`config.mk`:
```
export PLATFORM = sky130hd
export DESIGN_NAME = ram_test_top
export DESIGN_NICKNAME = d
export VERILOG_FILES = /design/src/mem_bus_pkg.sv /design/src/ram_test_pkg.sv /design/src/ram_test_top.sv /design/src/test_collector.sv /design/src/test_launcher.sv /design/src/ram_db_tester.sv
export SDC_FILE = /design/constraint.sdc
export NUM_CORES = 1
export LEC_CHECK = 0
export ABC_AREA = 0
export ABC_CLOCK_PERIOD_IN_PS = 4200
export BUFFER_PORTS_ARGS = -buffer_cell sky130_fd_sc_hd__buf_2
export CORE_UTILIZATION = 56
export CTS_CLUSTER_DIAMETER = 120
export DETAILED_ROUTE_END_ITERATION = 8
export PLACE_DENSITY = 0.88
export SKIP_LAST_GASP = 1
export SLEW_MARGIN = 5
export SYNTH_ARGS = -nofsm -noshare
export SYNTH_HDL_FRONTEND = slang
export SYNTH_SLANG_ARGS = --single-unit
```
`constraint.sdc`:
```
create_clock -name reset -period 4.2 [get_ports reset]
set_input_delay 0.63 -clock reset [delete_from_list [all_inputs] [get_ports reset]]
set_output_delay 0.63 -clock reset [all_outputs]
set_load 0.005 [all_outputs]
```
`src/mem_bus_pkg.sv`:
```
//--------------------
// RAM word types and the per-bank request and response structs
//--------------------
package mem_bus_pkg;

    //--------------------
    // Default widths
    //--------------------
    localparam int unsigned ADDR_W = 8;     // Word address width
    localparam int unsigned DATA_W = 8;     // Data bus width

    typedef logic [ADDR_W - 1 : 0] addr_t;  // RAM word address
    typedef logic [DATA_W - 1 : 0] data_t;  // RAM data word

    //--------------------
    // Bus structs
    //--------------------

    // Tester to RAM, held unchanged while busy
    typedef struct packed {
        addr_t addr;    // Word address for both writes and reads
        logic  wreq;    // Write request
        data_t wdat;    // Write data
        logic  rreq;    // Read request
    } mem_req_t;

    // RAM to tester
    typedef struct packed {
        data_t rdat;    // Read data, valid with rval
        logic  rval;    // One pulse per accepted read, in order
        logic  busy;    // Back-pressure, nothing accepted while high
    } mem_rsp_t;

endpackage : mem_bus_pkg
```
`src/ram_test_pkg.sv`:
```
//--------------------
// Tester FSM states, launch and report structs, bank mask
//--------------------
package ram_test_pkg;

    localparam int unsigned BANKS_DFLT = 4;             // Default bank count

    typedef logic [BANKS_DFLT - 1 : 0] bank_mask_t;     // One bit per bank

    // Bit 0 working, bit 1 write request, bit 2 read request, bit 3 drain
    typedef enum logic [3 : 0] {
        st_idle = 4'b0000,
        st_wreq = 4'b0011,
        st_rreq = 4'b0101,
        st_wait = 4'b1001
    } tester_state_t;

    // Launcher to each tester
    typedef struct packed {
        logic               start;  // Single-cycle start strobe
        logic               clear;  // Single-cycle abort back to idle
        mem_bus_pkg::addr_t addr;   // Word address under test
    } launch_t;

    // Each tester to the collector
    typedef struct packed {
        logic done;     // Test finished, one pulse
        logic fault;    // Read mismatch, one pulse per bad word
    } report_t;

endpackage : ram_test_pkg

```
`src/ram_test_top.sv`:
```
//--------------------
// Multi-bank RAM data bus test, launcher, testers and collector
//--------------------
module ram_test_top #(
    parameter int unsigned NUM_BANKS = 4,   // Number of RAM banks
    parameter int unsigned AWIDTH    = 8,   // Address width
    parameter int unsigned DWIDTH    = 8    // Data width
) (
    input  logic                     reset,                 // Clock
    input  logic                     clk,                   // Async reset, active high
    input  logic                     run_start,
    input  logic                     run_clear,
    input  ram_test_pkg::bank_mask_t bank_en,
    input  mem_bus_pkg::addr_t       test_addr,
    output mem_bus_pkg::mem_req_t    mem_req [NUM_BANKS],   // One bus per bank
    input  mem_bus_pkg::mem_rsp_t    mem_rsp [NUM_BANKS],
    output logic                     busy_out,
    output logic                     run_done,
    output ram_test_pkg::bank_mask_t fault_banks,
    output logic [7 : 0]             err_count
);
    import ram_test_pkg::*;

    launch_t    launch [NUM_BANKS];
    report_t    report [NUM_BANKS];
    bank_mask_t running;
    bank_mask_t launched;

    test_launcher #(
        .NUM_BANKS (NUM_BANKS),
        .AWIDTH    (AWIDTH)
    ) u_test_launcher (
        .reset      (reset),
        .clk        (clk),
        .run_start  (run_start),
        .run_clear  (run_clear),
        .bank_en    (bank_en),
        .test_addr  (test_addr),
        .running_in (running),
        .launch     (launch),
        .launched   (launched),
        .busy_out   (busy_out)
    );

    //--------------------
    // One tester per bank
    //--------------------
    for (genvar i = 0; i < NUM_BANKS; i++) begin : g_bank
        ram_db_tester #(
            .AWIDTH (AWIDTH),
            .DWIDTH (DWIDTH)
        ) u_ram_db_tester (
            .reset   (reset),
            .clk     (clk),
            .launch  (launch[i]),
            .rsp     (mem_rsp[i]),
            .req     (mem_req[i]),
            .report  (report[i]),
            .running (running[i])
        );
    end

    // Launched mask is nonzero only in the launch cycle
    test_collector #(
        .NUM_BANKS (NUM_BANKS)
    ) u_test_collector (
        .reset         (reset),
        .clk           (clk),
        .run_start_acc (|launched),
        .run_clear     (run_clear),
        .launched      (launched),
        .report        (report),
        .run_done      (run_done),
        .fault_banks   (fault_banks),
        .err_count     (err_count)
    );

endmodule : ram_test_top

```
`src/test_collector.sv`:
```
//--------------------
// Tester done and fault pulses merged into run status
//--------------------
module test_collector #(
    parameter int unsigned NUM_BANKS = 4    // Number of RAM banks
) (
    input  logic                     reset,                 // Clock
    input  logic                     clk,                   // Async reset, active high
    input  logic                     run_start_acc,         // Launch cycle
    input  logic                     run_clear,             // Abort strobe
    input  ram_test_pkg::bank_mask_t launched,              // Started banks
    input  ram_test_pkg::report_t    report [NUM_BANKS],    // Tester pulses
    output logic                     run_done,              // All launched banks done
    output ram_test_pkg::bank_mask_t fault_banks,           // Banks with any fault
    output logic [7 : 0]             err_count              // Bad words, saturating
);
    import ram_test_pkg::*;

    localparam int unsigned        CWIDTH  = $bits(err_count);
    localparam logic [CWIDTH : 0] CNT_MAX = {1'b0, {CWIDTH{1'b1}}};

    bank_mask_t        pend_mask;   // Launched, no done yet
    bank_mask_t        pend_next;
    bank_mask_t        done_vec;
    bank_mask_t        fault_vec;
    logic [CWIDTH : 0] err_sum;     // One spare bit for the overflow check

    // Gather pulses, faults only count for banks of the current run
    always_comb begin
        done_vec  = '0;
        fault_vec = '0;
        for (int i = 0; i < NUM_BANKS; i++) begin
            done_vec[i]  = report[i].done;
            fault_vec[i] = report[i].fault & pend_mask[i];
        end
    end

    assign pend_next = pend_mask & ~done_vec;

    // Several banks can fault in one cycle
    always_comb begin
        err_sum = {1'b0, err_count};
        for (int i = 0; i < NUM_BANKS; i++)
            err_sum = err_sum + (CWIDTH + 1)'(fault_vec[i]);
        if (err_sum > CNT_MAX)
            err_sum = CNT_MAX;          // Saturate at 255
    end

    //--------------------
    // Status registers
    //--------------------
    always_ff @(posedge reset or posedge clk) begin
        if (clk) begin
            pend_mask   <= '0;
            run_done    <= 1'b0;
            fault_banks <= '0;
            err_count   <= '0;
        end else if (run_clear) begin
            pend_mask   <= '0;          // Abort, no run_done follows
            run_done    <= 1'b0;
            fault_banks <= '0;
            err_count   <= '0;
        end else if (run_start_acc) begin
            pend_mask   <= launched;
            run_done    <= 1'b0;
            fault_banks <= '0;
            err_count   <= '0;
        end else begin
            pend_mask   <= pend_next;
            run_done    <= (|pend_mask) & ~(|pend_next);    // Last done just seen
            fault_banks <= fault_banks | fault_vec;
            err_count   <= err_sum[CWIDTH - 1 : 0];
        end
    end

endmodule : test_collector

```
`src/test_launcher.sv`:
```
//--------------------
// Run command latch, per-bank start and clear strobes
//--------------------
module test_launcher #(
    parameter int unsigned NUM_BANKS = 4,   // Number of RAM banks
    parameter int unsigned AWIDTH    = 8    // Address width
) (
    input  logic                     reset,                 // Clock
    input  logic                     clk,                   // Async reset, active high
    input  logic                     run_start,             // Start strobe
    input  logic                     run_clear,             // Abort strobe
    input  ram_test_pkg::bank_mask_t bank_en,               // Banks to test
    input  mem_bus_pkg::addr_t       test_addr,             // Address to test at
    input  ram_test_pkg::bank_mask_t running_in,            // Tester activity
    output ram_test_pkg::launch_t    launch [NUM_BANKS],    // Per-bank strobes
    output ram_test_pkg::bank_mask_t launched,              // Started banks, one cycle
    output logic                     busy_out               // Run in progress
);
    import ram_test_pkg::*;

    logic                  start_reg;   // Launch cycle
    logic                  clear_reg;   // Forwarded clear
    bank_mask_t            mask_reg;    // Banks of this run
    logic [AWIDTH - 1 : 0] addr_reg;    // Address of this run
    logic                  accept;

    // Launch cycle counts as busy, testers are not running yet
    assign busy_out = (|running_in) | start_reg;

    // Clear wins, empty masks are not runs
    assign accept = run_start & ~busy_out & ~run_clear & (|bank_en);

    always_ff @(posedge reset or posedge clk) begin
        if (clk) begin
            start_reg <= 1'b0;
            clear_reg <= 1'b0;
        end else begin
            start_reg <= accept;
            clear_reg <= run_clear;
        end
    end

    always_ff @(posedge reset) begin
        if (accept) begin
            mask_reg <= bank_en;
            addr_reg <= test_addr;
        end
    end

    assign launched = start_reg ? mask_reg : '0;    // Only in the launch cycle

    //--------------------
    // Per-bank fan-out
    //--------------------
    for (genvar i = 0; i < NUM_BANKS; i++) begin : g_launch
        assign launch[i] = '{start: launched[i], clear: clear_reg, addr: addr_reg};
    end

endmodule : test_launcher

```
`src/ram_db_tester.sv`:
```
//--------------------
// Walking-ones data bus tester for one RAM bank
//--------------------
module ram_db_tester #(
    parameter int unsigned AWIDTH = 8,  // Address width
    parameter int unsigned DWIDTH = 8   // Data width
) (
    input  logic                  reset,    // Clock
    input  logic                  clk,      // Async reset, active high
    input  ram_test_pkg::launch_t launch,   // Start, clear, address
    input  mem_bus_pkg::mem_rsp_t rsp,      // From the RAM
    output mem_bus_pkg::mem_req_t req,      // To the RAM
    output ram_test_pkg::report_t report,   // Done and fault pulses
    output logic                  running   // High from st_wreq until done
);
    import ram_test_pkg::*;

    //--------------------
    // Constants and signals
    //--------------------
    localparam int unsigned      PWIDTH   = $clog2(DWIDTH + 1);       // Fits DWIDTH reads
    localparam logic [DWIDTH - 1 : 0] ONE_HOT0 = {{(DWIDTH - 1){1'b0}}, 1'b1};

    tester_state_t         state;
    logic [3 : 0]          st;          // Raw state bits for decoding
    logic [AWIDTH - 1 : 0] addr_reg;    // Address of this run
    logic [DWIDTH - 1 : 0] wdat_reg;    // Next word to write
    logic [DWIDTH - 1 : 0] exp_reg;     // Next word expected back
    logic [PWIDTH - 1 : 0] pend_cnt;    // Reads accepted, not yet returned
    logic                  wr_acc;
    logic                  rd_acc;
    logic                  rd_ret;
    logic                  rd_last;
    logic                  done_reg;
    logic                  fault_reg;

    assign st      = state;
    assign running = st[0];
    assign wr_acc  = st[1] & ~rsp.busy;     // Write taken this cycle
    assign rd_acc  = st[2] & ~rsp.busy;     // Read taken this cycle
    assign rd_ret  = st[0] & rsp.rval;      // Stale returns in idle are dropped

    // Draining and the last outstanding read is back now
    assign rd_last = st[3] & ((pend_cnt == '0) | ((pend_cnt == PWIDTH'(1)) & rsp.rval));

    //--------------------
    // FSM
    //--------------------
    always_ff @(posedge reset or posedge clk) begin
        if (clk)
            state <= st_idle;
        else if (launch.clear)
            state <= st_idle;               // Abort from any state
        else begin
            case (state)
                st_idle:
                    if (launch.start)
                        state <= st_wreq;
                st_wreq:
                    if (wr_acc)
                        state <= st_rreq;
                st_rreq:
                    if (rd_acc)
                        state <= wdat_reg[0] ? st_wait : st_wreq;  // Bit wrapped to 0
                st_wait:
                    if (rd_last)
                        state <= st_idle;
                default:
                    state <= st_idle;
            endcase
        end
    end

    // Address held for the whole run
    always_ff @(posedge reset) begin
        if ((state == st_idle) && launch.start)
            addr_reg <= launch.addr;
    end

    //--------------------
    // Pattern registers
    //--------------------
    always_ff @(posedge reset or posedge clk) begin
        if (clk) begin
            wdat_reg <= ONE_HOT0;
            exp_reg  <= ONE_HOT0;
        end else if (launch.clear || ((state == st_idle) && launch.start)) begin
            wdat_reg <= ONE_HOT0;
            exp_reg  <= ONE_HOT0;
        end else begin
            if (wr_acc)
                wdat_reg <= {wdat_reg[DWIDTH - 2 : 0], wdat_reg[DWIDTH - 1]};   // Rotate left
            if (rd_ret)
                exp_reg <= {exp_reg[DWIDTH - 2 : 0], exp_reg[DWIDTH - 1]};
        end
    end

    // Outstanding reads, a read and a return in one cycle cancel out
    always_ff @(posedge reset or posedge clk) begin
        if (clk)
            pend_cnt <= '0;
        else if (launch.clear)
            pend_cnt <= '0;
        else if (rd_acc && !rd_ret)
            pend_cnt <= pend_cnt + 1'b1;
        else if (!rd_acc && rd_ret)
            pend_cnt <= pend_cnt - 1'b1;
    end

    //--------------------
    // Report pulses
    //--------------------
    always_ff @(posedge reset or posedge clk) begin
        if (clk) begin
            done_reg  <= 1'b0;
            fault_reg <= 1'b0;
        end else if (launch.clear) begin
            done_reg  <= 1'b0;
            fault_reg <= 1'b0;
        end else begin
            done_reg  <= rd_last;                           // Same edge as return to idle
            fault_reg <= rd_ret & (rsp.rdat != exp_reg);    // One per bad word
        end
    end

    assign report = '{done: done_reg, fault: fault_reg};
    assign req    = '{addr: addr_reg, wreq: st[1], wdat: wdat_reg, rreq: st[2]};

endmodule : ram_db_tester

```
==> results of run 1 <==
==> routing by layer <==
layer	wire (microns)	GRT usage, %
met1	7720	34.5
met3	924	5.47
met5	13	0
met4	376	9.53
met2	8160	39.6
==> logic make-up (layout without fill, tap and decap cells) <==
kind of cell	after synthesis	after routing	synth area share, %
buffers and inverters	60	199	3.78
adder cells (fa/ha/maj)	21	21	3.62
XOR/XNOR	45	45	5.05
AO/OA/AOI/OAI	141	141	12.1
flip-flops	167	167	56.4
AND/OR/NAND/NOR	289	289	19.0
==> per-stage QoR <==
stage / hold WS (ns) / std cells / setup WS, ns / util [%] / cell area, sq um
detailed placement: 0.471 / 1006 / 1.39 / 64.0 / 8570
floorplan: 0.455 / 723 / 0.312 / - / 7810
CTS: 0.362 / 1038 / 1.37 / 68.2 / 9140
global placement: 0.474 / 1006 / 1.49 / 64.0 / 8570
finish: 0.377 / 1038 / 1.37 / 68.2 / 9140
global route: 0.361 / 1038 / 1.19 / 68.2 / 9140
==> worst paths after layout <==
path                                                             startpoint  cells after the start                                                to  slack [ns]
min in group asynchronous                                               clk                      2  g_bank[0].u_ram_db_tester.exp_reg[7]$_DFFE_PP0P_        0.40
max in group asynchronous                                               clk                      3           u_test_collector.err_count[0]$_DFF_PP0_        2.88
hold reg to reg            g_bank[0].u_ram_db_tester.exp_reg[0]$_DFFE_PP1P_                      2  g_bank[0].u_ram_db_tester.exp_reg[0]$_DFFE_PP1P_        0.49
hold / removal                                                 test_addr[5]                      1             u_test_launcher.addr_reg[5]$_DFFE_PP_        0.38
setup reg to reg                    u_test_collector.pend_mask[0]$_DFF_PP0_                      9           u_test_collector.err_count[0]$_DFF_PP0_        1.37
setup / recovery                    u_test_collector.pend_mask[0]$_DFF_PP0_                      9           u_test_collector.err_count[0]$_DFF_PP0_        1.37
==> cell usage in the layout, fill, tap and decap left out, drive strengths merged, types with 4 or more instances in the layout <==
cell,instances
nand4,8
and3,10
nand3b,8
nand3,21
xor2,28
nor2b,15
inv,25
a21oi,59
and2,8
ha,17
dfstp,8
nand2b,13
o21ai,18
nor4,10
dfrtp,115
clkbuf,19
clkinv,4
nor4b,5
nor3b,6
buf,147
nor2,34
nor3,26
xnor2,17
o21a,5
or3,4
a21boi,5
a22o,22
edfxtp,44
nand2,112
==> worst max-delay path, delay by kind of cell (launching register included) <==
kind                       cells  cell delay [ns]
buffers and inverters          1             0.06
DFF                            1             0.39
adders and majority gates      3             1.41
AOI/OAI and AO/OA              1             0.13
and+or+nand+nor                4             0.70
==> power by group <==
group	switching [mW]	internal, mW	leakage, nW
combinational	0.480	0.352	1.78
clock	0.655	0.839	0.270
sequential	0.212	1.84	2.07
==> layout make-up <==
type | instances | area (sq um)
clock buffers | 19 | 443
inverters | 20 | 77.6
fillers | 1030 | 4270
repair buffers | 147 | 751
clock inverters | 13 | 121
flip-flops and latches | 167 | 4410
multi-input cells | 496 | 3110
well taps | 176 | 220
==> results.tsv, run 1 <==
stage	metric	value	unit
outcome	outcome	completed	
timing	Final Hold Fails	0	
die	initial core utilization	58.3	%
routing	DR iter-0 viols	525	
die	io pins	142	
timing	worst-margin pin slew	0.965	ns
power_and_ir_drop	Tot Pwr	4.38	mW
synthesis	Yosys top cell area share	36.8	%
placement	buffers added on ports	141	
synthesis	synthesized instance count	723	
clock_network	clock sinks	167	
routing	number of vias per cell	5.71	
clock_network	H-tree depth	4	
clock_network	Reg clk slew, reported paths	0.06	ns
critical_path	max incr delay on CP	0.54	ns
synthesis	Ys Warns	0	
critical_path	crit-path max FO	6	
synthesis	Async SR Flop Fraction	73.7	%
global_route	first-pass GRT wire length	28100	microns
synthesis	top cells by area, synth	dfrtp_1 (37%), edfxtp_1 (17%), nand2_1 (5.3%)	
power_and_ir_drop	VDD IR max	0.280	mV
routing	drt pass-1 iters	5	
synthesis	Post-synth top cells	dfrtp_1 (115), nand2_1 (111), a21oi_1 (57)	
finish	final net count	925	
finish	ant diodes	0	
min_path	HP Class	input pin to register	
synthesis	Synth area leader	dfrtp_1	
finish	Layout area overhead	16.9	%
clock_network	post-CTS sizing	0	
timing	Max Freq	353	MHz
critical_path	cell repeated most along the worst path	fa_1	
power_and_ir_drop	power per cell area	479	nW/um^2
clock_network	clock buffer depth	2	
global_route	GRT Resource Usage Total	25.3	%
timing	final cycle utilization of the critical path	67.5	%
global_route	vias in the first global route	5671	
power_and_ir_drop	static power due to leakage	4.12	nW
synthesis	Net Count, Synth	799	
timing	RSZ-0062 raised after global routing	false	
routing	via count	5932	
die	Cell Rows	42	
die	CORE AREA	13400	sq um
clock_network	hold buffers post-CTS	0	
die	Die Area	14400	sq um
timing	Max Slew Vio Count	0	
die	Die Height	120	microns
routing	DRC violations left	0	
clock_network	CTS root buf	clkbuf_16	
placement	routability congestion estimate	0.832	
global_route	antenna violations before repair	1	
timing	TNS Setup	0	ns
clock_network	CTS tree	built	
clock_network	CTS Buf Count	17	
synthesis	Post-Syn Area	7810	sq um
synthesis	number of enable flip-flop cells after synthesis	44	
critical_path	CP startpoint kind	register	
critical_path	critical path endpoint category	register	
critical_path	Worst EP required	4.47	ns
global_route	grt ovf	0	
routing	Antenna Nets Post-Route	0	
clock_network	Skew-Pair Late Insertion Delay	0.43	ns
synthesis	Synth Flop Type	dfrtp_1	
finish	share of post-route cells with drive strength above 1	23.3	%
synthesis	sequential fraction of the synthesis area	56.4	%
global_route	largest net degree at the start of global routing	79	
timing	clk_skew	0.00834	ns
critical_path	Arr. time, crit path	3.11	ns
synthesis	Synth cell types	68	
critical_path	crit path kind	register to register	
placement	Final HPWL DP	12200	microns
critical_path	crit-path cells	nand2_1, fa_1, inv_1, fa_1, fa_1, and3_1, and3_1, nand3_1, a21oi_1	
clock_network	number of setup buffers added after CTS	0	
timing	# setup viols final	0	
routing	routed wire length	17200	microns
timing	max_slew headroom	35.7	%
timing	min cycle time layout	2.83	ns
synthesis	Avg Cell Area, Syn	10.8	sq um
routing	drt wl/cell	16.6	microns
synthesis	Synth Register Bits	167	
critical_path	slowest cell on the critical path	fa_1	
synthesis	most common cell in the synthesized netlist	dfrtp_1	
job	Maximum Capacitance Violations	0	
die	die width	120	microns
Note: power is estimated with default switching activity, not from simulation.
==> inputs of run 2 (changes only) <==
--- a/config.mk
+++ b/config.mk
@@ -6,12 +6,12 @@
 export NUM_CORES = 1
 export LEC_CHECK = 0
 export ABC_AREA = 0
-export ABC_CLOCK_PERIOD_IN_PS = 4200
+export ABC_CLOCK_PERIOD_IN_PS = 2600
 export BUFFER_PORTS_ARGS = -buffer_cell sky130_fd_sc_hd__buf_2
-export CORE_UTILIZATION = 56
+export CORE_UTILIZATION = 51
 export CTS_CLUSTER_DIAMETER = 120
 export DETAILED_ROUTE_END_ITERATION = 8
-export PLACE_DENSITY = 0.88
+export PLACE_DENSITY = 0.85
 export SKIP_LAST_GASP = 1
 export SLEW_MARGIN = 5
 export SYNTH_ARGS = -nofsm -noshare
==> constraint.sdc (replaced) <==
create_clock -name reset -period 2.6 [get_ports reset]
set_input_delay 0.39 -clock reset [delete_from_list [all_inputs] [get_ports reset]]
set_output_delay 0.39 -clock reset [all_outputs]
set_load 0.005 [all_outputs]
==> run 2 against run 1 <==
  * Die area is 9.6% higher
  * Worst hold slack worse by 0.23 ns
  * Routed wire length is 4.3% lower
  * Final cell count is 1.6% higher
  * Largest cell class unchanged
  * Largest power group unchanged
  * Highest routed layer is now met4
==> results.tsv, run 2 (synthesis results as in run 1) <==
stage	metric	value	unit	change
critical_path	Worst R2R Path Depth	9		unchanged
critical_path	Arr. time, crit path	2.83	ns	-0.28 ns
power_and_ir_drop	VDD IR max	0.445	mV	+59%
clock_network	number of setup buffers added after CTS	0		unchanged
placement	Final HPWL DP	11700	microns	-4.0%
critical_path	critical path endpoint category	register		
clock_network	Skew-Pair Late Insertion Delay	0.43	ns	about the same
critical_path	Worst EP required	2.93	ns	-1.54 ns
timing	# setup viols final	0		unchanged
critical_path	CP startpoint kind	register		
routing	via count	5767		-2.8%
min_path	HP Class	input pin to register		
job	Maximum Capacitance Violations	0		unchanged
finish	ant diodes	0		unchanged
clock_network	CTS tree	built		
timing	clk_skew	0.0103	ns	+0.00197 ns
global_route	GRT Resource Usage Total	21.8	%	-3.5 points
routing	DR iter-0 viols	326		-38%
global_route	grt ovf	0		unchanged
min_path	Hold Crit Depth	1		unchanged
die	Die Area	15800	sq um	+9.6%
finish	final net count	934		+0.97%
timing	worst setup margin	0.0974	ns	-1.27 ns
timing	Max Slew Vio Count	0		unchanged
die	io pins	142		unchanged
timing	RSZ-0062 raised after global routing	false		
timing	min cycle time layout	2.50	ns	-0.331 ns
placement	buffers added on ports	141		unchanged
critical_path	max incr delay on CP	0.53	ns	about the same
die	die width	126	microns	+4.7%
die	CORE AREA	14800	sq um	+10%
critical_path	R2R Path End	u_test_collector.err_count[6]$_DFF_PP0_		
placement	routability congestion estimate	0.831		-0.11%
placement	post-place setup slack	-0.0208	ns	-1.41 ns
die	Cell Rows	44		+4.8%
clock_network	Reg clk slew, reported paths	0.06	ns	about the same
finish	share of post-route cells with drive strength above 1	24.3	%	+1.0 points
finish	fill count	1182		+15%
critical_path	cell repeated most along the worst path	fa_2		
timing	max_slew headroom	40.7	%	+5.1 points
routing	drt wl/cell	15.6	microns	-5.8%
finish	most frequent cells in the layout	buf_2 (141), dfrtp_1 (115), nand2_1 (111), a21oi_1 (57), edfxtp_1 (44)		
outcome	outcome	completed		
timing	TNS Setup	0	ns	unchanged
critical_path	slowest cell on the critical path	fa_1		
critical_path	Worst R2R Setup Slack	0.1	ns	-1.27 ns
routing	drt pass-1 iters	5		unchanged
timing	final cycle utilization of the critical path	96.3	%	+29 points
clock_network	CTS root buf	clkbuf_16		
critical_path	crit path kind	register to register		
clock_network	H-tree depth	4		unchanged
routing	DRC violations left	0		unchanged
min_path	Hold Startpoint	test_addr[2]		
timing	worst-margin pin slew	0.889	ns	-0.0763 ns
global_route	largest net degree at the start of global routing	62		-22%
global_route	first-pass GRT wire length	27100	microns	-3.8%
timing	Max Freq	400	MHz	+13%
critical_path	crit-path max FO	3		-3
routing	number of vias per cell	5.47		-4.3%
finish	Layout area overhead	18.5	%	
routing	Antenna Nets Post-Route	0		unchanged
critical_path	Crit Reg-Reg Startpoint	u_test_collector.pend_mask[0]$_DFF_PP0_		
global_route	antenna violations before repair	0		-1
timing	Final Hold Fails	0		unchanged
clock_network	clock sinks	167		unchanged
power_and_ir_drop	power per cell area	759	nW/um^2	+58%
clock_network	clock buffer depth	2		unchanged
min_path	hold endpoint	u_test_launcher.addr_reg[2]$_DFFE_PP_		
clock_network	CTS Buf Count	17		unchanged
critical_path	crit-path cells	nand2_1, fa_1, inv_1, fa_2, fa_2, and3_1, and3_4, and3b_1, nor3_1		
power_and_ir_drop	static power due to leakage	4.16	nW	+0.88%
die	Die Height	126	microns	+4.7%
die	initial core utilization	52.9	%	-5.3 points
routing	routed wire length	16500	microns	-4.3%
global_route	vias in the first global route	5449		-3.9%
finish	commonest non-fill, non-tap cell in the layout	buf_2		
## run 2: metal layers
| metal | share of wire [%] | vias up | routed length (microns) | global-route usage, % |
|---|---|---|---|---|
| li1 | - | 2823 | - | - |
| met4 | 0.80 | 0 | 132 | 7.94 |
| met3 | 4.8 | 13 | 797 | 4.29 |
| met2 | 48 | 151 | 7820 | 34.2 |
| met1 | 47 | 2780 | 7710 | 30.2 |
| met5 | 0 | - | 0 | 0 |
## run 2: cell type report
type	count	area [sq um]	area share, %
sequential	167	4410	47.6
multi-input combinational	496	3130	33.8
timing repair buffer	156	846	9.14
clock buffer	18	439	4.75
tap	184	230	2.49
clock inverter	14	124	1.34
inverter	20	78.8	0.852
## run 2: per-stage QoR
step | hold WS [ns] | cell area, sq um | instances | power (mW) | util, %
final | 0.143 | 9260 | 1055 | 7.02 | 62.7
after global routing | 0.118 | 9260 | 1055 | 7.42 | 62.7
after CTS | 0.123 | 9250 | 1055 | 7.07 | 62.7
after detailed placement | 0.429 | 8670 | 1022 | 4.69 | 58.7
after global placement | 0.422 | 8670 | 1022 | 4.64 | 58.7
after floorplan | 0.421 | 7820 | 723 | 4.31 | -
## run 2: timing repair
action | CTS | global route
hold buffers | 1 | 0
endpoints found under the setup margin | 7 | 7
endpoints found under the hold margin | 14 | 0
resized for setup | 2 | 2
gates cloned | 0 | 0
## run 2: where the power goes
part           switching, mW  internal [mW]
sequential             0.326           2.97
combinational          0.765          0.586
clock                   1.03           1.35
total                   2.12           4.90
## run 2: worst max-delay path by stage
stage                                                        from                                       to  cells after the start
CTS                 g_bank[0].u_ram_db_tester.fault_reg$_DFF_PP0_  u_test_collector.err_count[6]$_DFF_PP0_                      9
global placement    g_bank[0].u_ram_db_tester.fault_reg$_DFF_PP0_  u_test_collector.err_count[1]$_DFF_PP0_                      9
floorplan                 u_test_collector.pend_mask[0]$_DFF_PP0_  u_test_collector.err_count[6]$_DFF_PP0_                      9
finish                    u_test_collector.pend_mask[0]$_DFF_PP0_  u_test_collector.err_count[6]$_DFF_PP0_                      9
global route              u_test_collector.pend_mask[0]$_DFF_PP0_  u_test_collector.err_count[6]$_DFF_PP0_                      9
detailed placement  g_bank[0].u_ram_db_tester.fault_reg$_DFF_PP0_  u_test_collector.err_count[0]$_DFF_PP0_                      9
## run 2: critical path, delay by kind of cell (launching register included)
kind	cells	cell delay, ns
adder cells (fa/ha/maj)	3	1.26
buffers and inverters	1	0.05
flip-flops	1	0.35
AND/OR/NAND/NOR	5	0.76
